## src/cfu_pkg.sv

```systemverilog
/*
 * cfu package
 * opcodes, buffer geometry, lane count and operand types shared
 * by the command controller, the operand buffers and the matmul engine
 */
package cfu_pkg;

  // operand buffer geometry
  localparam int BUF_ADDR_BITS = 10;
  localparam int BUF_DEPTH = 1 << BUF_ADDR_BITS;

  // byte lanes per B word, also the number of MAC cells
  localparam int LANES = 4;

  // buffer index, also carries K
  typedef logic [BUF_ADDR_BITS-1:0] buf_addr_t;

  // signed operand byte
  typedef logic signed [7:0] op_byte_t;

  // lane 0 sits in bits 31:24
  typedef op_byte_t [0:LANES-1] op_word_t;

  // accumulator, wraps on overflow
  typedef logic signed [31:0] acc_t;

  // result lane select for a read
  typedef logic [1:0] lane_sel_t;

  // function id bits 9:3
  typedef enum logic [6:0] {
    OP_WRITE_A = 7'd1,
    OP_WRITE_B = 7'd2,
    OP_COMPUTE = 7'd3,
    OP_READ    = 7'd4
  } cfu_op_e;

endpackage

```

## src/mac_cell.sv

```systemverilog
`timescale 1ns/1ps
/*
 * multiply-accumulate cell
 * accumulates north times west, forwards west eastward through a register
 */
module mac_cell
  import cfu_pkg::*;
(
  input  logic     clk,
  input  logic     rst_n,
  input  logic     clear,
  input  op_byte_t west,
  input  op_byte_t north,
  output op_byte_t east,
  output acc_t     acc
);

  acc_t     acc_q;
  acc_t     product;
  op_byte_t east_q;

  // both operands signed, so the product sign-extends to 32 bits
  assign product = north * west;

  always_ff @(posedge clk or negedge rst_n) begin
    if (!rst_n) begin
      acc_q  <= '0;
      east_q <= '0;
    end else begin
      east_q <= west;
      if (clear) begin
        acc_q <= '0;
      end else begin
        acc_q <= acc_q + product;
      end
    end
  end

  assign east = east_q;
  assign acc  = acc_q;

endmodule

```

## src/pe_row.sv

```systemverilog
`timescale 1ns/1ps
/*
 * systolic PE row
 * a chain of MAC cells fed by A from the west and skewed B lanes from the north
 */
module pe_row
  import cfu_pkg::*;
(
  input  logic     clk,
  input  logic     rst_n,
  input  logic     clear,
  input  op_byte_t a_in,
  input  op_word_t b_in,
  output acc_t     acc [LANES]
);

  // west operand as it moves east, one register per cell
  op_byte_t west_chain [LANES+1];

  assign west_chain[0] = a_in;

  for (genvar j = 0; j < LANES; j++) begin : g_lane
    op_byte_t north_lane;

    if (j == 0) begin : g_direct
      assign north_lane = b_in[j];
    end else begin : g_skew
      // lane j waits j cycles to meet A at cell j
      op_byte_t skew_q [j];

      always_ff @(posedge clk or negedge rst_n) begin
        if (!rst_n) begin
          skew_q <= '{default: '0};
        end else begin
          skew_q[0] <= b_in[j];
          for (int i = 1; i < j; i++) begin
            skew_q[i] <= skew_q[i-1];
          end
        end
      end

      assign north_lane = skew_q[j-1];
    end

    mac_cell u_cell (
      .clk   (clk),
      .rst_n (rst_n),
      .clear (clear),
      .west  (west_chain[j]),
      .north (north_lane),
      .east  (west_chain[j+1]),
      .acc   (acc[j])
    );
  end

  // clear lands only between passes, never on live A data
  a_clear_idle: assert property (@(posedge clk) disable iff (!rst_n)
    clear |-> (a_in == '0));

endmodule

```

## src/matmul_engine.sv

```systemverilog
`timescale 1ns/1ps
/*
 * matmul engine
 * streams K entries of A and B through the PE row, waits for the
 * skewed lanes to drain and latches the result row
 */
module matmul_engine
  import cfu_pkg::*;
(
  input  logic      clk,
  input  logic      rst_n,
  input  logic      start,
  input  buf_addr_t k_len,
  output buf_addr_t a_addr,
  output buf_addr_t b_addr,
  input  op_byte_t  a_rd_data,
  input  op_word_t  b_rd_data,
  output logic      busy,
  output logic      done,
  output acc_t      result [LANES]
);

  // one bit wider than K so the drain count fits
  logic [BUF_ADDR_BITS:0] cnt_q;
  buf_addr_t              k_q;
  logic                   busy_q;
  logic                   done_q;
  logic                   rd_valid_q;
  logic                   rd_active;
  logic                   drain_end;
  op_byte_t               a_gated;
  op_word_t               b_gated;
  acc_t                   row_acc [LANES];
  acc_t                   result_q [LANES];

  // reads go out while the count is below K
  assign rd_active = busy_q && (cnt_q < {1'b0, k_q});

  // last product reaches the east cell LANES cycles after the last read
  assign drain_end = busy_q &&
    (cnt_q == ({1'b0, k_q} + (BUF_ADDR_BITS+1)'(LANES)));

  assign a_addr = cnt_q[BUF_ADDR_BITS-1:0];
  assign b_addr = cnt_q[BUF_ADDR_BITS-1:0];

  always_ff @(posedge clk or negedge rst_n) begin
    if (!rst_n) begin
      busy_q     <= 1'b0;
      done_q     <= 1'b0;
      rd_valid_q <= 1'b0;
      cnt_q      <= '0;
      k_q        <= '0;
    end else begin
      done_q     <= drain_end;
      rd_valid_q <= rd_active;
      if (start) begin
        busy_q <= 1'b1;
        cnt_q  <= '0;
        k_q    <= k_len;
      end else if (drain_end) begin
        busy_q <= 1'b0;
      end else if (busy_q) begin
        cnt_q <= cnt_q + 1'b1;
      end
    end
  end

  // RAM data is valid one cycle behind the read window
  assign a_gated = rd_valid_q ? a_rd_data : '0;
  assign b_gated = rd_valid_q ? b_rd_data : '0;

  pe_row u_row (
    .clk   (clk),
    .rst_n (rst_n),
    .clear (start),
    .a_in  (a_gated),
    .b_in  (b_gated),
    .acc   (row_acc)
  );

  // result row holds until the next compute finishes
  always_ff @(posedge clk or negedge rst_n) begin
    if (!rst_n) begin
      result_q <= '{default: '0};
    end else if (drain_end) begin
      result_q <= row_acc;
    end
  end

  assign busy   = busy_q;
  assign done   = done_q;
  assign result = result_q;

  a_no_restart: assert property (@(posedge clk) disable iff (!rst_n)
    start |-> !busy_q);

  a_done_pulse: assert property (@(posedge clk) disable iff (!rst_n)
    done_q |=> !done_q);

endmodule

```

## config.mk

```make
export PLATFORM = sky130hd
export DESIGN_NAME = matmul_engine
export DESIGN_NICKNAME = d
export VERILOG_FILES = /design/src/cfu_pkg.sv /design/src/mac_cell.sv /design/src/pe_row.sv /design/src/matmul_engine.sv
export SDC_FILE = /design/constraint.sdc
export NUM_CORES = 2
export LEC_CHECK = 0
export ABC_AREA = 0
export BUFFER_PORTS_ARGS = -buffer_cell sky130_fd_sc_hd__buf_2
export CORE_MARGIN = 1.5
export CORE_UTILIZATION = 50
export CTS_CLUSTER_SIZE = 20
export DETAILED_ROUTE_END_ITERATION = 8
export MAX_ROUTING_LAYER = met4
export PLACE_DENSITY = 0.68
export SLEW_MARGIN = 15
export SYNTH_ARGS = -nofsm -noshare
export SYNTH_HDL_FRONTEND = slang
export SYNTH_SLANG_ARGS = --single-unit
```

## constraint.sdc

```tcl
create_clock -name clk -period 13.4 [get_ports clk]
set_input_delay 1.34 -clock clk [delete_from_list [all_inputs] [get_ports clk]]
set_output_delay 1.34 -clock clk [all_outputs]
set_load 0.03 [all_outputs]
```

---- Word level (Yosys, flattened, before mapping) ----
Cells that the tools add are included.
operators by class
  add/subtract/negate cells ............... 6
  $mul .................................... 4
  magnitude comparators ................... 1
  eq/ne operators ......................... 2
  muxes and demuxes ....................... 11
  reductions and logical operators ........ 5
operators by type and width
  kind                                                              number
  32-bit two-way mux                                                5
  32-bit adder                                                      4
  8-bit by 8-bit multiplier with 16-bit output                      4
  11-bit two-way mux                                                3
  10-bit by 3-bit adder with 11-bit output (second input constant)  1
  11-bit by 1-bit adder with 11-bit output (second input constant)  1
  11-bit == test                                                    1
  11-bit by 10-bit < comparator with 1-bit output                   1
  8-bit two-way mux                                                 1
  2-bit nonzero test                                                2
  1-bit logical AND                                                 2
  1-bit two-way mux                                                 2
  2-bit != test (second input constant)                             1
  2-bit AND reduction                                               1
storage, ports and cells
  register bits after elaboration ......... 352
  input bits .............................. 53
  word-level logic and storage cells ...... 51

---- Depth between registers and ports, before layout ----
  depth after elaboration ................. 5
  gate-level depth with buffers ........... 31
  mapped depth without buffers ............ 29

---- By module ----
From an unflattened synthesis, not the netlist that was laid out.
second synthesis, totals
  cells, all modules ...................... 3060
  area total of the unflattened synthesis .. 35225.0 µm²
by module, submodules not included
  module                                 instances  cells each  area each (µm²)  seq. area each (µm²)
  mac_cell (u_row.g_lane[1].u_cell ...)  2          645         6777.8           1001.0
  matmul_engine                          1          505         7209.4           3803.6
  mac_cell (u_row.g_lane[3].u_cell)      1          602         6653.9           1001.0
  mac_cell (u_row.g_lane[0].u_cell)      1          615         6605.1           1001.0
  pe_row                                 1          48          1201.2           1201.2

---- Least setup slack after synthesis ----
Ideal clock, no wire load.
  path kind ............................... in2reg
  start ................................... input port a_rd_data[7]
  end ..................................... register u_row.g_lane[0].u_cell.acc_q[29]
  setup time .............................. 0.132 ns
  data arrival time ....................... 7.551 ns
  data required time ...................... 13.268 ns
  path slack .............................. 5.717 ns
  stages on the path ...................... 27
  buffers on the path ..................... 1
  cells stage by stage .................... nand2_1 inv_1 fa_1 inv_1 fa_1 inv_1 fa_1 inv_1 fa_1 inv_1 ha_1 o21ai_0 nor2_1 o41ai_1 o21ai_0 o41a_1 xnor2_1 ha_1 clkbuf_1 a21o_1 and3_1 a21oi_1 o311ai_0 a21o_1 o22ai_1 xor2_1 nor2_1
between the ends
  cells in the longest elaborated chain, start to end .. 4
ends and longest elaborated chain
  what                                          line                 source
  start: declaration                            matmul_engine.sv:16  input op_byte_t a_rd_data,
  8-bit two-way mux                             matmul_engine.sv:69  assign a_gated = rd_valid_q ? a_rd_data : '0;
  via a_gated[7]                                matmul_engine.sv:31  op_byte_t a_gated;
  8-bit by 8-bit multiplier with 16-bit output  mac_cell.sv:23       assign product = north * west;
  32-bit adder                                  mac_cell.sv:34       acc_q <= acc_q + product;
  32-bit two-way mux                            mac_cell.sv:31       if (clear) begin
  end signal: assignment                        mac_cell.sv:34
  end: declaration                              mac_cell.sv:18       acc_t acc_q;
The timed path passes the listed nets, and every way through them passes these cells.
A chain may end at the register's enable or synchronous reset.

---- Final worst setup path ----
  start ................................... register rd_valid_q
  end ..................................... register u_row.g_lane[0].u_cell.acc_q[29]
between the ends
  cells in the longest elaborated chain, start to end .. 4
ends and longest elaborated chain
  what                                                     line                                      source
  start: declaration                                       matmul_engine.sv:28                       logic rd_valid_q;
  start signal: assignment                                 matmul_engine.sv:55                       rd_valid_q <= rd_active;
  32-bit two-way mux or 8-bit two-way mux (tied branches)  matmul_engine.sv:70, matmul_engine.sv:69
  8-bit by 8-bit multiplier with 16-bit output (*)         mac_cell.sv:23
  32-bit adder (*)                                         mac_cell.sv:34
  32-bit two-way mux (*)                                   mac_cell.sv:31
Mark *: on every way between the ends. The rest lies on a longest branch, timed or not.

==> out/results.ini <==
[yosys]
synth-edff-count=0
synth_ff_type=dfrtp_1
synthArstFlopShare=1.000
syn_inst=2766
ys_seq_elements=352
syn_nets=3297
avgSynthCellArea_um2=10.09
mappedNetlistArea_um2=27920
synth_cell_type_count=71
yosysSeqAreaShare=0.3155
ys_warn_count=0

[drt]
drt_iter0_markers=887
detail_route.wirelength_um=61110
ant_nets=0
routed_via_density=5.375
drcViolationCount=0
dr_total_vias=20070
first_pass_iters=7
post_drt_wl_per_cell_um=16.37

[floorplan]
die_h_um=239.3
fp.dieW_um=239.3
ios=203
start_util=0.5068
rows=86
die-area_um2=57260
core_area_um2=55090

[sta]
layout_min_cycle_time_ns=7.545
hold_violations=0
max_freq_mhz=132.5
skew_ns=0.02250
slew_violations=0
post-route-period-util=0.5631
grt_setup_unrepaired=false
final-setup-viol-count=0
worstMarginPinSlew_ns=1.161
relSlewSlack=0.2165
fin_setup_tns_ns=0

[cts]
cts_sinks=352
clockRootBuffer=clkbuf_16
insertion_delay_ns=0.57
htreeDepth=2
cts_buffers=44
cts_resized=0
ctsHoldBuffers=0
cts_tree=yes
post_cts_buffers=0
clkTransAtPathRegs_ns=0.06
cts_buffer_depth=3

[cells_and_area]
layout-drive-gt1-share=0.1451
postLayoutCellArea_um2=31100
fill_cells=4820
areaGrowthSynthToFinish_pct=11.38
final_util=0.5644
num_antenna_cells=0
num-nets-final=3484

[worst_setup_path]
cp.required_ns=13.79
cp_max_fo=75
path_common_cell=fa_1
worstSetupPathType=reg -> reg
endpoint_kind=register
crit_path_start_kind=register
slowest_stage=buf_4
arrival_ns=7.94
critPathMaxStageDelay_ns=0.51
cp_num_buf_inv=5
critPathTopFamily=adder cells

[global_routing]
grt_pass1_vias=21080
track_usage=0.2272
gr-total-overflow=0
grt_start_max_net_pins=95
antenna_found_initial=0
grt_pass1_wl_um=102900

[placement]
globalplace.congestion=0.8801
port_buffers=202
dp_hpwl_um=46630
dpl_cell_area_um2=29610

[min_path]
worstHoldPathType=reg -> reg

[status]
status=complete, no violations

[job]
drv_cap=0

==> cell families (layout without fill, tap and decap cells) <==
logic type / after synthesis / count (layout) / synth area share
mux: 137 / 137 / 0.05521
flops: 352 / 352 / 0.3155
simple gates: 719 / 719 / 0.1280
fa+ha+maj: 478 / 478 / 0.2747
compound gates: 453 / 453 / 0.1056
buf+inv: 443 / 662 / 0.06292
xor+xnor: 184 / 184 / 0.05799
==> cell type report <==
class                      count  area [µm²]  share of cell area
multi-input combinational   1971       17360              0.5584
sequential                   352        8810              0.2833
inverter                     371        1393             0.04478
clock buffer                  62        1260             0.04052
timing repair buffer         213        1106             0.03557
tap                          748       935.9             0.03010
clock inverter                16       227.7            0.007323
==> stage by stage <==
stage               hold slack (ns)  setup slack, ns  std cells
floorplan                    0.3312            5.717       2766
global placement             0.3347            5.677       3655
detailed placement           0.3356            5.524       3655
CTS                          0.3471            5.890       3733
global route                 0.3509            5.237       3733
finish                       0.3447            5.855       3733
==> path summary, 6_finish.rpt <==
check	slack (ns)	from	endpoint	cells after the start
worst max-delay path	5.85	rd_valid_q	u_row.g_lane[0].u_cell.acc[29]	28
worst min register to register	0.34	u_row.g_lane[2].g_skew.skew_q[12]	u_row.g_lane[2].north_lane[4]	0
worst max register to register	5.85	rd_valid_q	u_row.g_lane[0].u_cell.acc[29]	28
max in group asynchronous	10.33	rst_n	u_row.g_lane[3].u_cell.acc[14]	3
worst min-delay path	0.34	u_row.g_lane[2].g_skew.skew_q[12]	u_row.g_lane[2].north_lane[4]	0
min in group asynchronous	0.80	rst_n	u_row.g_lane[1].u_cell.acc[17]	1
==> cell usage in the layout (no fill, tap or decap), types with 20 or more instances in the layout <==
master and count:
nor3_1 28, nand2b_1 22, nand2_1 153, xnor2_1 120
a21oi_1 119, a211oi_1 25, a21o_1 79, o21ai_0 87
nor2b_1 36, fa_1 225, xor2_1 62, and2_1 143
buf_2 200, ha_1 253, clkbuf_16 45, nand3_1 33
nor2_1 200, inv_1 371, and3_1 56, dfrtp_1 351
mux2_2 136, o21a_1 20
==> layer usage <==
metal | track usage | vias up | wire (µm)
met1 | 0.2861 | 10030 | 27050
met2 | 0.3801 | 389 | 30040
met3 | 0.03711 | 85 | 2693
li1 | - | 9560 | -
met5 | - | - | 0
met4 | 0.06137 | 0 | 1315
==> cell usage after synthesis (5+ instances only) <==
cell | count | area share
dfrtp_1 | 352 | 0.32
fa_1 | 225 | 0.16
nand2b_1 | 22 | 0.0049
clkbuf_1 | 36 | 0.0048
ha_1 | 253 | 0.11
nand2_1 | 153 | 0.021
o21bai_1 | 19 | 0.0051
o21a_1 | 20 | 0.0054
nor3_1 | 28 | 0.0050
a211oi_1 | 25 | 0.0067
nor4_1 | 7 | 0.0016
nor2_1 | 200 | 0.027
buf_2 | 15 | 0.0027
and3_1 | 56 | 0.013
inv_1 | 371 | 0.050
and4_1 | 5 | 0.0016
xor2_1 | 62 | 0.019
o21ai_1 | 6 | 0.0011
or2_2 | 5 | 0.0011
xnor2_1 | 121 | 0.038
a211o_1 | 5 | 0.0016
a31oi_1 | 17 | 0.0038
buf_4 | 20 | 0.0054
nand3_1 | 33 | 0.0059
mux2_2 | 136 | 0.055
a21o_1 | 79 | 0.021
nand4_1 | 12 | 0.0027
o21ai_0 | 87 | 0.016
and2_1 | 144 | 0.032
o2111ai_1 | 7 | 0.0022
o211ai_1 | 9 | 0.0024
a21oi_1 | 119 | 0.021
or3_1 | 6 | 0.0013
o31a_1 | 8 | 0.0025
nor2b_1 | 36 | 0.0081
==> flip-flops by register name, summed over array words and instances, names as in the netlist <==
signal / flops
busy: 1
cnt_q: 11
done: 1
k_q: 10
rd_valid_q: 1
result: 128
u_row.g_lane.g_skew.skew_q: 32
u_row.g_lane.north_lane: 16
u_row.g_lane.u_cell.acc: 128
u_row.g_lane.u_cell.east: 24
Power is left out: the tool's default activity adds up to more than one toggle a clock period on the data nets, which glitch-free logic cannot reach.
