$ cat src/cfu_pkg.sv
/*
 * cfu package
 * opcodes, buffer geometry, lane count and operand types shared
 * by the command controller, the operand buffers and the matmul engine
 */
package cfu_pkg;

  // operand buffer geometry
  localparam int BUF_ADDR_BITS = 10;
  localparam int BUF_DEPTH = 1 << BUF_ADDR_BITS;

  // byte lanes per B word, also the number of MAC cells
  localparam int LANES = 4;

  // buffer index, also carries K
  typedef logic [BUF_ADDR_BITS-1:0] buf_addr_t;

  // signed operand byte
  typedef logic signed [7:0] op_byte_t;

  // lane 0 sits in bits 31:24
  typedef op_byte_t [0:LANES-1] op_word_t;

  // accumulator, wraps on overflow
  typedef logic signed [31:0] acc_t;

  // result lane select for a read
  typedef logic [1:0] lane_sel_t;

  // function id bits 9:3
  typedef enum logic [6:0] {
    OP_WRITE_A = 7'd1,
    OP_WRITE_B = 7'd2,
    OP_COMPUTE = 7'd3,
    OP_READ    = 7'd4
  } cfu_op_e;

endpackage

$ cat src/cfu_cmd_ctrl.sv
`timescale 1ns/1ps
/*
 * cfu command controller
 * decodes CPU commands, writes the operand buffers, launches the engine
 * and returns one response per command over a valid/ready pair
 */
module cfu_cmd_ctrl
  import cfu_pkg::*;
(
  input  logic        clk,
  input  logic        rst_n,
  input  logic        cmd_valid,
  output logic        cmd_ready,
  input  logic [9:0]  cmd_function_id,
  input  logic [31:0] cmd_inputs_0,
  input  logic [31:0] cmd_inputs_1,
  output logic        rsp_valid,
  input  logic        rsp_ready,
  output logic [31:0] rsp_outputs_0,
  output logic        a_wr_en,
  output buf_addr_t   a_index,
  output op_byte_t    a_wr_data,
  output logic        b_wr_en,
  output buf_addr_t   b_index,
  output op_word_t    b_wr_data,
  input  buf_addr_t   eng_a_addr,
  input  buf_addr_t   eng_b_addr,
  output logic        eng_start,
  output buf_addr_t   eng_k_len,
  input  logic        eng_done,
  input  acc_t        result [LANES]
);

  typedef enum logic [1:0] {
    ST_IDLE,
    ST_EXECUTE,
    ST_COMPUTE,
    ST_RESPOND
  } state_e;

  state_e      state_q;
  logic [9:0]  func_q;
  logic [31:0] in0_q;
  logic [31:0] in1_q;
  cfu_op_e     op;
  lane_sel_t   lane;
  logic        cmd_fire;
  logic        rsp_fire;
  logic        rsp_valid_q;
  logic [31:0] rsp_data_q;

  assign cmd_ready = (state_q == ST_IDLE);
  assign cmd_fire  = cmd_valid && cmd_ready;
  assign rsp_fire  = rsp_valid_q && rsp_ready;
  assign op        = cfu_op_e'(func_q[9:3]);
  assign lane      = in1_q[1:0];

  // command payload, captured at transfer
  always_ff @(posedge clk) begin
    if (cmd_fire) begin
      func_q <= cmd_function_id;
      in0_q  <= cmd_inputs_0;
      in1_q  <= cmd_inputs_1;
    end
  end

  always_ff @(posedge clk or negedge rst_n) begin
    if (!rst_n) begin
      state_q <= ST_IDLE;
    end else begin
      case (state_q)
        ST_IDLE:    if (cmd_fire) state_q <= ST_EXECUTE;
        ST_EXECUTE: state_q <= (op == OP_COMPUTE) ? ST_COMPUTE : ST_RESPOND;
        ST_COMPUTE: if (eng_done) state_q <= ST_RESPOND;
        ST_RESPOND: if (rsp_fire) state_q <= ST_IDLE;
        default:    state_q <= ST_IDLE;
      endcase
    end
  end

  // compute raises valid with done, the other commands one cycle into respond
  always_ff @(posedge clk or negedge rst_n) begin
    if (!rst_n) begin
      rsp_valid_q <= 1'b0;
      rsp_data_q  <= '0;
    end else if (rsp_fire) begin
      rsp_valid_q <= 1'b0;
    end else if (state_q == ST_COMPUTE && eng_done) begin
      rsp_valid_q <= 1'b1;
      rsp_data_q  <= '0;
    end else if (state_q == ST_RESPOND && !rsp_valid_q) begin
      rsp_valid_q <= 1'b1;
      rsp_data_q  <= (op == OP_READ) ? result[lane] : '0;
    end
  end

  // single-cycle buffer writes
  assign a_wr_en   = (state_q == ST_EXECUTE) && (op == OP_WRITE_A);
  assign b_wr_en   = (state_q == ST_EXECUTE) && (op == OP_WRITE_B);
  assign a_wr_data = in1_q[31:24];
  assign b_wr_data = in1_q;

  // engine owns the buffer indices during compute
  assign a_index = (state_q == ST_COMPUTE) ? eng_a_addr : in0_q[BUF_ADDR_BITS-1:0];
  assign b_index = (state_q == ST_COMPUTE) ? eng_b_addr : in0_q[BUF_ADDR_BITS-1:0];

  assign eng_start = (state_q == ST_EXECUTE) && (op == OP_COMPUTE);
  assign eng_k_len = in0_q[BUF_ADDR_BITS-1:0];

  assign rsp_valid     = rsp_valid_q;
  assign rsp_outputs_0 = rsp_data_q;

  a_rsp_hold: assert property (@(posedge clk) disable iff (!rst_n)
    (rsp_valid && !rsp_ready) |=> (rsp_valid && $stable(rsp_outputs_0)));

endmodule

$ cat config.mk
export PLATFORM = sky130hd
export DESIGN_NAME = cfu_cmd_ctrl
export DESIGN_NICKNAME = d
export VERILOG_FILES = /design/src/cfu_pkg.sv /design/src/cfu_cmd_ctrl.sv
export SDC_FILE = /design/constraint.sdc
export NUM_CORES = 1
export LEC_CHECK = 0
export BUFFER_PORTS_ARGS = -buffer_cell sky130_fd_sc_hd__buf_2
export CORE_AREA = 2 2 131 133
export CTS_CLUSTER_SIZE = 25
export DETAILED_ROUTE_END_ITERATION = 12
export DIE_AREA = 0 0 133 135
export GPL_TIMING_DRIVEN = 0
export HOLD_SLACK_MARGIN = 0.12
export PLACE_DENSITY = 0.62
export SLEW_MARGIN = 20
export SYNTH_ARGS = -nofsm -noshare
export SYNTH_HDL_FRONTEND = slang
export SYNTH_SLANG_ARGS = --single-unit
$ cat constraint.sdc
create_clock -name clk -period 4.3 [get_ports clk]
set_input_delay 0.86 -clock clk [delete_from_list [all_inputs] [get_ports clk]]
set_output_delay 0.86 -clock clk [all_outputs]
set_load 0.05 [all_outputs]
# Yosys cells after proc, flatten, opt, wreduce, memory -nomap -nowiden
# Cells that the tools add are included.
# Widths: inputs -> output; s select.
[totals]
mem_bits_rw = 0
romBits = 0
n_memories = 0
word_cells = 48
input_bits = 227
out_inout_bits = 107
register_bits = 87
latchBits = 0
[classes]
div = 0
magnitude_cmp = 1
eq_ne = 10
muxes = 16
add_sub_neg = 0
multipliers = 0
n_shift = 0
bitwise_logic = 2
n_reduce_logical = 13
[ops]
columns = ["op", "count"]
rows = [
  ["$mux 32", 5],
  ["$bmux 32 s2", 1],
  ["$mux 10", 2],
  ["$eq 7x2->1 const B", 2],
  ["$pmux 2 s4", 1],
  ["$eq 7x1->1 const B", 1],
  ["$eq 7x3->1 const B", 1],
  ["$logic_and 1x1->1", 7],
  ["$mux 2", 3],
  ["$eq 2x2->1 const B", 2],
  ["$mux 1", 4],
  ["$ne 2x2->1 const B", 2],
  ["$ge 3x3->1 const B", 1],
  ["$not 2->3", 1],
  ["$reduce_and 3->1", 1],
  ["$reduce_bool 3->1", 1],
  ["$eq 2x1->1 const B", 1],
  ["$logic_not 2->1", 1],
  ["$ne 2x1->1 const B", 1],
  ["$reduce_and 2->1", 1],
  ["$reduce_bool 2->1", 1],
  ["$logic_not 1->1", 1],
  ["$not 1->1", 1],
]

# Depth between registers and ports, before layout
# Gate-level depths: netlist (run 1).
[depth]
depth_word = 7
mapped_depth = 6

# Worst setup path before layout (run 1)
# Ideal clock, no wire load.
[synth_timing]
kind = "flip-flop to flip-flop"
start = "register state_q[0]"
end = "register in1_q[0], in the netlist b_wr_data[0], enable pin"
path_stages_with_launch = 4
t_required_ns = 3.889
synth_period_minus_slack_ns = 2.676
path_buffers = 0
setup_slack_ns = 1.624
arrival_time_ns = 2.265
cell_sequence = "dfrtp_1 > inv_1 > ha_1 > and2_1"
[synth_via]
elab_chain_cells = 2
[synth_lines]
columns = ["element", "line_no", "source"]
rows = [
  ["start: declaration", "cfu_cmd_ctrl.sv:41", "state_e state_q;"],
  ["start signal: assignment", "cfu_cmd_ctrl.sv:73", "ST_EXECUTE: state_q <= (op == OP_COMPUTE) ? ST_COMPUTE : ST_RESPOND;"],
  ["$logic_not 2->1", "cfu_cmd_ctrl.sv:52", "assign cmd_ready = (state_q == ST_IDLE);"],
  ["via cmd_ready", "cfu_cmd_ctrl.sv:13", "output logic cmd_ready,"],
  ["$logic_and 1x1->1", "cfu_cmd_ctrl.sv:53", "assign cmd_fire = cmd_valid && cmd_ready;"],
  ["via cmd_fire", "cfu_cmd_ctrl.sv:47", "logic cmd_fire;"],
  ["end signal: assignment", "cfu_cmd_ctrl.sv:63", "in1_q <= cmd_inputs_1;"],
  ["end: declaration", "cfu_cmd_ctrl.sv:44", "logic [31:0] in1_q;"],
]
# The timed path passes the listed nets, and every way through them passes these cells.
# A chain may end at the register's enable or synchronous reset.

# Worst setup path after layout (run 1)
[layout_timing]
start = "register state_q[0]"
end = "output port a_index[4]"
[layout_via]
elab_chain_cells = 2
[layout_lines]
columns = ["element", "line_no", "source"]
rows = [
  ["$eq 2x2->1", "cfu_cmd_ctrl.sv:104", "assign a_index = (state_q == ST_COMPUTE) ? eng_a_addr : in0_q[BUF_ADDR_BITS-1:0];"],
  ["$mux 10", "cfu_cmd_ctrl.sv:104", ""],
  ["end: declaration", "cfu_cmd_ctrl.sv:21", "output buf_addr_t a_index,"],
]
# Every way passes these cells.

==> results of run 1 <==
cell type report:
cell class	count	area share [%]
sequential	84	38.11
buffer	25	3.128
timing repair buffer	309	25.35
antenna	1	0.04063
tap	220	4.469
multi-input combinational	141	23.75
clock inverter	7	1.259
inverter	4	0.2438
clock buffer	9	3.656
worst max-delay path, stage by stage, from the launching register on:
cell      delay (ns)
dfrtp_1         0.42
inv_1           0.14
ha_1            0.16
buf_2           0.18
clkbuf_1        0.38
nand2_1         0.11
nand2_1         0.10
buf_2           0.26
flip-flops by register name (all words and copies together), names as in the netlist:
signal	cells
rsp_outputs_0	32
b_wr_data	32
func_q	7
state_q	2
rsp_valid	1
in0_q	10
cells in the mapped netlist (all sizes together):
library cell	count
and2	1
a21boi	1
a2111oi	1
mux2	1
nor2	2
a22o	32
and4	1
buf	20
clkbuf	3
a21oi	1
a32oi	1
nor2b	2
or4	1
o31ai	1
ha	5
dlygate4sd1	2
inv	4
nor3	1
edfxtp	49
o41a	1
nand2b	10
and4b	2
mux4	32
dfrtp	35
a211oi	1
or4bb	1
a41oi	1
nand2	42
kinds of logic after synthesis:
| group | Yosys count | share of synthesized area [%] |
|---|---|---|
| compound gates | 40 | 9.066 |
| fa+ha+maj | 5 | 1.558 |
| buf+inv | 29 | 5.171 |
| mux | 33 | 18.22 |
| simple gates | 63 | 7.539 |
| flops | 84 | 58.44 |
power by group through the flow:
stage	Combinational [mW]	Clock, mW	Sequential, mW
2_1_floorplan	0.795	0	1.25
3_3_place_gp	1.36	0	1.04
3_5_place_dp	1.40	0	1.03
4_1_cts	1.40	0.812	1.02
5_1_grt	1.48	0.848	1.03
6_report	1.39	0.778	1.02
cell usage in the layout, fill, tap and decap left out, types with 2 or more instances in the layout:
| cell | count |
|---|---|
| buf_2 | 313 |
| edfxtp_1 | 49 |
| nand2_1 | 42 |
| dfrtp_1 | 35 |
| mux4_2 | 32 |
| a22o_1 | 32 |
| nand2b_1 | 10 |
| buf_4 | 9 |
| clkbuf_16 | 9 |
| buf_6 | 5 |
| ha_1 | 5 |
| inv_1 | 4 |
| inv_8 | 4 |
| clkbuf_1 | 3 |
| nor2_1 | 2 |
| and4b_1 | 2 |
| nor2b_1 | 2 |
| dlygate4sd1_1 | 2 |
per-layer routing:
| layer | part of all wire (%) | track usage [%] | vias up |
|---|---|---|---|
| li1 | - | - | 1633 |
| met2 | 55 | 26.51 | 167 |
| met1 | 37 | 16.67 | 1736 |
| met4 | 1.7 | 5.735 | 0 |
| met5 | 0 | 0 | - |
| met3 | 5.9 | 3.716 | 15 |
stage by stage:
step | utilization, % | instances | total power [mW]
floorplan | - | 254 | 2.045
global placement | 35.55 | 782 | 2.399
detailed placement | 35.68 | 783 | 2.433
CTS | 37.53 | 799 | 3.232
global route | 37.54 | 800 | 3.352
finish | 37.54 | 800 | 3.183
path summary, 6_finish.rpt:
kind / startpoint / to / slack (ns) / depth (start not counted)
min: rsp_outputs_0[30]$_DFFE_PN0P_ / rsp_outputs_0[30]$_DFFE_PN0P_ / 0.51 / 1
max in group asynchronous: rst_n / rsp_valid$_DFFE_PN0P_ / 3.15 / 1
max: state_q[0]$_DFFE_PN0P_ / a_index[4] / 1.37 / 7
min in group asynchronous: rst_n / rsp_outputs_0[3]$_DFFE_PN0P_ / 0.62 / 1
min reg2reg: rsp_outputs_0[30]$_DFFE_PN0P_ / rsp_outputs_0[30]$_DFFE_PN0P_ / 0.51 / 1
max reg2reg: state_q[0]$_DFFE_PN0P_ / rsp_outputs_0[6]$_DFFE_PN0P_ / 1.98 / 6
==> results.ini, run 1 <==
[status]
outcome = completed

[route]
wl_per_cell_um = 16.60
finalWirelength_um = 13280
drcViolationCount = 0
firstDrtPassIters = 7
final_antenna_net_count = 0
drtIter0Drc = 143
num_vias = 3551
viasPerCell = 4.439

[synth]
synth.distinct_cells = 31
synth_area_um2 = 4016
synth_largest_area_cell = edfxtp_1
synth_seq_cells = 84
synth-seq-area-share_pct = 58.44
synth_fp_nets = 486
syn-instance-count = 254
ys_top_cells_by_area = edfxtp_1 37%, dfrtp_1 22%, mux4_2 18%
yosysTopAreaCellShare_pct = 36.64
synth_warnings = 0
syn_area_per_cell_um2 = 15.81

[global_route]
grt_max_degree = 36
grt_pass1_vias = 3832
grt_usage_pct = 14.68
grt_pass1_wl_um = 20330
globalRouteOverflowTotal = 0
antenna_found_initial = 1

[sta]
setup_slack_ns = 1.366
grt_setup_unrepaired = false
finClkSkew_ns = 0.007970
fin_crit_sh_pct = 68.22
tightestPinTransition_ns = 0.8364
maxSlewHeadroom_pct = 44.24
tns_ns = 0
post-route-min-period_ns = 2.934
max_freq_mhz = 340.9
hold_viol = 0
drv_slew = 0
setup_violations = 0
holdWs_ns = 0.5054

[worst_setup_path]
startpoint_type = flop
endpoint_kind = output port
crit_required_ns = 3.44
critical_path_class = reg2out
crit_fanout = 10
worstPathArrival_ns = 2.07

[clocking]
hold_buffers = 0
clock_latency_ns = 0.34
root_buffer = clkbuf_16
cts.clk_slew.worst_paths_ns = 0.07
post_cts_buffers = 0
cts.sinks = 84
tritoncts = done
htreeDepth = 3
cts.repair.resized = 0
cts_inserted_buffers = 9
clock_path_buffers = 2

[finish]
area_growth_pct = 53.36
seq_area_um2 = 2347
nFillCells = 1599
design_area_um2 = 6160
multi_input_area_um2 = 1463
nets = 806
final_layout_size_suffix_gt1_share_pct = 65.80

[power]
p_sw_mw = 1.398
p_leak_nw = 3.029
power_density_nw_per_um2 = 516.7
power_frac_comb_pct = 43.6
intPower_mw = 1.785
pwr-share-seq_pct = 32.0
power_switching_share_pct = 43.93
vdd_drop_max_uv = 235.6
pwr-share-clk_pct = 24.4

[place]
gp_congestion = 0.8545
placedInstanceArea_um2 = 5854
io_buffer_count = 308
place_ws_ns = 1.706
dp_hpwl_um = 10980

[hold_path]
hold_path.class = reg2reg

[die]
rows = 47
die_h_um = 135
fp.coreArea_um2 = 16410
die_width_um = 133
initial_core_util_pct = 24.48
die_area_um2 = 17960
io_pins = 334

[job]
drv_cap = 0

Note: power is estimated with default switching activity, not from simulation.
==> run 2: changes to the inputs <==
Settings changed: CORE_AREA 2 2 131 133 to 2 2 128 130, DIE_AREA 0 0 133 135 to 0 0 130 132, PLACE_DENSITY 0.62 to 0.64.
Clock period 4.3 ns to 2.95 ns, I/O delays scaled along.
==> results.ini, run 2 (synthesis gave the netlist of run 1 again) <==
[status]
outcome = completed

[clocking]
tritoncts = done
post_cts_buffers = 0
clock_path_buffers = 2
cts_inserted_buffers = 9
root_buffer = clkbuf_16
htreeDepth = 3
cts.clk_slew.worst_paths_ns = 0.07
hold_buffers = 0
cts.repair.resized = 0
clock_latency_ns = 0.35
cts.sinks = 84

[worst_setup_path]
rr_startpoint = state_q[0]$_DFFE_PN0P_
crit_required_ns = 2.36
startpoint = state_q[0]$_DFFE_PN0P_
startpoint_type = flop
endpoint_kind = output port
critical_path_class = reg2out
crit_fanout = 10
worstPathArrival_ns = 2.17

[sta]
hold_viol = 0
finClkSkew_ns = 0.006934
post-route-min-period_ns = 2.757
grt_setup_unrepaired = false
fin_crit_sh_pct = 93.47
tightestPinTransition_ns = 0.7966
setup_violations = 0
tns_ns = 0
drv_slew = 0
maxSlewHeadroom_pct = 46.90
max_freq_mhz = 362.7

[die]
fp.coreArea_um2 = 15710
die_area_um2 = 17160
rows = 46
io_pins = 334
die_width_um = 130
die_h_um = 132
initial_core_util_pct = 25.56

[global_route]
grt_max_degree = 50
antenna_found_initial = 0
globalRouteOverflowTotal = 0
grt_usage_pct = 14.64
grt_pass1_wl_um = 19100
grt_pass1_vias = 3722

[route]
drtIter0Drc = 134
viasPerCell = 4.487
finalWirelength_um = 12740
final_antenna_net_count = 0
wl_per_cell_um = 16.04
drcViolationCount = 0
num_vias = 3563
firstDrtPassIters = 4

[place]
io_buffer_count = 308
dp_hpwl_um = 10410
placedInstanceArea_um2 = 5831
gp_congestion = 0.8623

[finish]
design_area_um2 = 6130
final_cell_mix = 313 x buf_2, 49 x edfxtp_1, 42 x nand2_1
nets = 805
area_growth_pct = 52.62
nFillCells = 1535
final_layout_size_suffix_gt1_share_pct = 65.74
layout_commonest_cell = buf_2
final_util_pct = 39.01
antenna_cells = 0

[power]
p_leak_nw = 3.023
vdd_drop_max_uv = 312.1
total_power_mw = 4.628
power_density_nw_per_um2 = 755.1

[job]
drv_cap = 0

[hold_path]
hold_path.class = in2async

## run 2: changes by cell type in the layout (fill, tap and decap cells not counted)
cell / change
and2_2: -1
and2_4: +1
clkinvlp_4: -1
inv_8: -2
buf_12: -1
diode_2: -1
inv_6: +3
## run 2: worst paths after layout
path | to | slack, ns | cells past startpoint
worst min-delay path | rsp_outputs_0[15]$_DFFE_PN0P_ | 0.32 | 1
worst min register to register | rsp_outputs_0[23]$_DFFE_PN0P_ | 0.50 | 1
worst max register to register | rsp_outputs_0[9]$_DFFE_PN0P_ | 0.64 | 6
min in group clk | b_wr_data[0]$_DFFE_PP_ | 0.41 | 1
worst max-delay path | b_index[4] | 0.19 | 7
max in group asynchronous | state_q[0]$_DFFE_PN0P_ | 2.12 | 1
## run 2: critical path: stages, from the launching register on
cell and delay, ns:
dfrtp_1 0.41, inv_1 0.14, ha_1 0.17, buf_2 0.19
clkbuf_1 0.41, nand2_1 0.13, nand2_1 0.11, buf_2 0.26
## run 2: cell type report
| cell class | count | area, um^2 | share of cell area, % |
|---|---|---|---|
| sequential | 84 | 2347 | 38.29 |
| timing repair buffer | 308 | 1541 | 25.15 |
| clock inverter | 7 | 73.82 | 1.204 |
| buffer | 25 | 192.7 | 3.144 |
| multi-input combinational | 141 | 1464 | 23.88 |
| inverter | 4 | 15.01 | 0.2449 |
| clock buffer | 9 | 225.2 | 3.674 |
| tap | 216 | 270.3 | 4.409 |
## run 2: power breakdown
group / leakage, nW / switching [mW] / internal (mW)
logic: 1.95 / 1.42 / 0.580
registers: 0.930 / 0.0758 / 1.41
clock network: 0.148 / 0.540 / 0.602
total: 3.02 / 2.04 / 2.59
## run 2: stage by stage
stage | std cells | hold slack, ns | setup slack [ns]
final | 794 | 0.3219 | 0.1928
after global placement | 778 | 0.4855 | 0.1060
after floorplan | 254 | 0.2944 | 0.2737
after global routing | 794 | 0.3862 | 0.03655
after CTS | 794 | 0.3393 | 0.1274
after detailed placement | 778 | 0.4867 | 0.5233
## run 2: metal layers
metal / vias to the layer above / track usage (%) / share of wire (%) / wire [um]
met4: 0 / 6.452 / 2.0 / 258
li1: 1628 / - / - / -
met5: - / 0 / 0 / 0
met2: 172 / 26.32 / 54 / 6816
met1: 1745 / 16.31 / 38 / 4849
met3: 18 / 3.328 / 6.4 / 813
==> run 3: changes to the inputs <==
Settings changed: CAP_MARGIN set to 40, GPL_TIMING_DRIVEN 0 to not set.
Clock period 2.95 ns to 3.02 ns, I/O delays scaled along.
==> results.ini, run 3 (synthesis gave the netlist of run 1 again) <==
[worst_setup_path]
worstPathArrival_ns = 1.95
crit_required_ns = 2.42
r2r_cells = 5
rr_startpoint = state_q[1]$_DFFE_PN0P_
critical_path_class = reg2out
startpoint_type = flop
rrSetupSlack_ns = 1.03
rr_endpoint = rsp_outputs_0[0]$_DFFE_PN0P_
endpoint_kind = output port
crit_fanout = 3

[sta]
setup_violations = 0
setup_slack_ns = 0.4653
drv_slew = 0
finClkSkew_ns = 0.005799
grt_setup_unrepaired = false
fin_crit_sh_pct = 84.59
max_freq_mhz = 391.4
holdWs_ns = 0.2077
hold_viol = 0
maxSlewHeadroom_pct = 59.27
post-route-min-period_ns = 2.555
tightestPinTransition_ns = 0.6110
tns_ns = 0

[power]
total_power_mw = 4.509
p_sw_mw = 1.928
power_switching_share_pct = 42.76
vdd_drop_max_uv = 326.3
power_density_nw_per_um2 = 745.0
p_leak_nw = 2.964
pwr-share-clk_pct = 25.3
intPower_mw = 2.581
power_frac_comb_pct = 42.6
pwr-share-seq_pct = 32.1

[clocking]
cts.repair.resized = 0
cts.sinks = 84
clock_path_buffers = 2
clock_latency_ns = 0.34
post_cts_buffers = 0
tritoncts = done
cts_inserted_buffers = 9
cts.clk_slew.worst_paths_ns = 0.06
htreeDepth = 3
hold_buffers = 0
root_buffer = clkbuf_16

[global_route]
grt_max_degree = 36
globalRouteOverflowTotal = 0
grt_usage_pct = 14.20
antenna_found_initial = 0
grt_pass1_wl_um = 18620
grt_pass1_vias = 3675

[die]
rows = 46
die_width_um = 130
fp.coreArea_um2 = 15710
die_area_um2 = 17160
initial_core_util_pct = 25.56
die_h_um = 132
io_pins = 334

[place]
dp_hpwl_um = 9832
placedInstanceArea_um2 = 5697
dp_cells = 760
place_ws_ns = 0.8184
io_buffer_count = 308
gp_congestion = 0.8102

[finish]
final_layout_size_suffix_gt1_share_pct = 65.84
nFillCells = 1554
layout_commonest_cell = buf_2
layout.cells.non_filler = 778
area_growth_pct = 50.69
final_cell_mix = 308 x buf_2, 49 x edfxtp_1, 42 x nand2_1
antenna_cells = 0
nets = 789
final_util_pct = 38.52
design_area_um2 = 6052

[route]
finalWirelength_um = 12170
firstDrtPassIters = 4
wl_per_cell_um = 15.65
num_vias = 3411
viasPerCell = 4.384
drtIter0Drc = 107
drcViolationCount = 0
final_antenna_net_count = 0

[status]
outcome = completed

[job]
drv_cap = 0

[hold_path]
hold_path.class = in2async

## run 3: worst max path at each step
| stage | from | to |
|---|---|---|
| floorplan | state_q[0]$_DFFE_PN0P_ | b_wr_data[0]$_DFFE_PP_ |
| detailed placement | func_q[8]$_DFFE_PP_ | a_wr_en |
| global placement | func_q[6]$_DFFE_PP_ | a_wr_en |
| global route | func_q[6]$_DFFE_PP_ | a_wr_en |
| finish | func_q[6]$_DFFE_PP_ | a_wr_en |
| CTS | func_q[8]$_DFFE_PP_ | a_wr_en |
## run 3: per-layer routing
layer	wire length (um)	share of wire, %	track usage [%]	vias up
li1	-	-	-	1589
met1	4325	36	14.99	1629
met2	6641	55	25.71	176
met3	976	8.0	4.789	17
met4	229	1.9	5.496	0
met5	0	0	0	-
## run 3: worst max-delay path, cell delays in order, from the launching register on
cell and delay [ns]:
edfxtp_1 0.36, or4_4 0.59, nor2_1 0.19, and4b_1 0.21
buf_2 0.26
## run 3: power groups by stage
| stage | Sequential (mW) | Clock [mW] | Combinational [mW] |
|---|---|---|---|
| after floorplan | 1.78 | 0 | 1.13 |
| final | 1.45 | 1.14 | 1.92 |
| after global placement | 1.46 | 0 | 1.88 |
| after global routing | 1.46 | 1.24 | 2.04 |
| after detailed placement | 1.47 | 0 | 1.91 |
| after CTS | 1.45 | 1.19 | 1.91 |
## run 3: area by class of cell
cell class / instances / area (um^2) / area share, %
well taps: 216 / 270.3 / 4.466
clock inverters: 7 / 82.58 / 1.364
clock buffers: 9 / 225.2 / 3.721
flip-flops and latches: 84 / 2347 / 38.78
multi-input cells: 141 / 1470 / 24.29
repair buffers: 317 / 1642 / 27.12
inverters: 4 / 15.01 / 0.2481
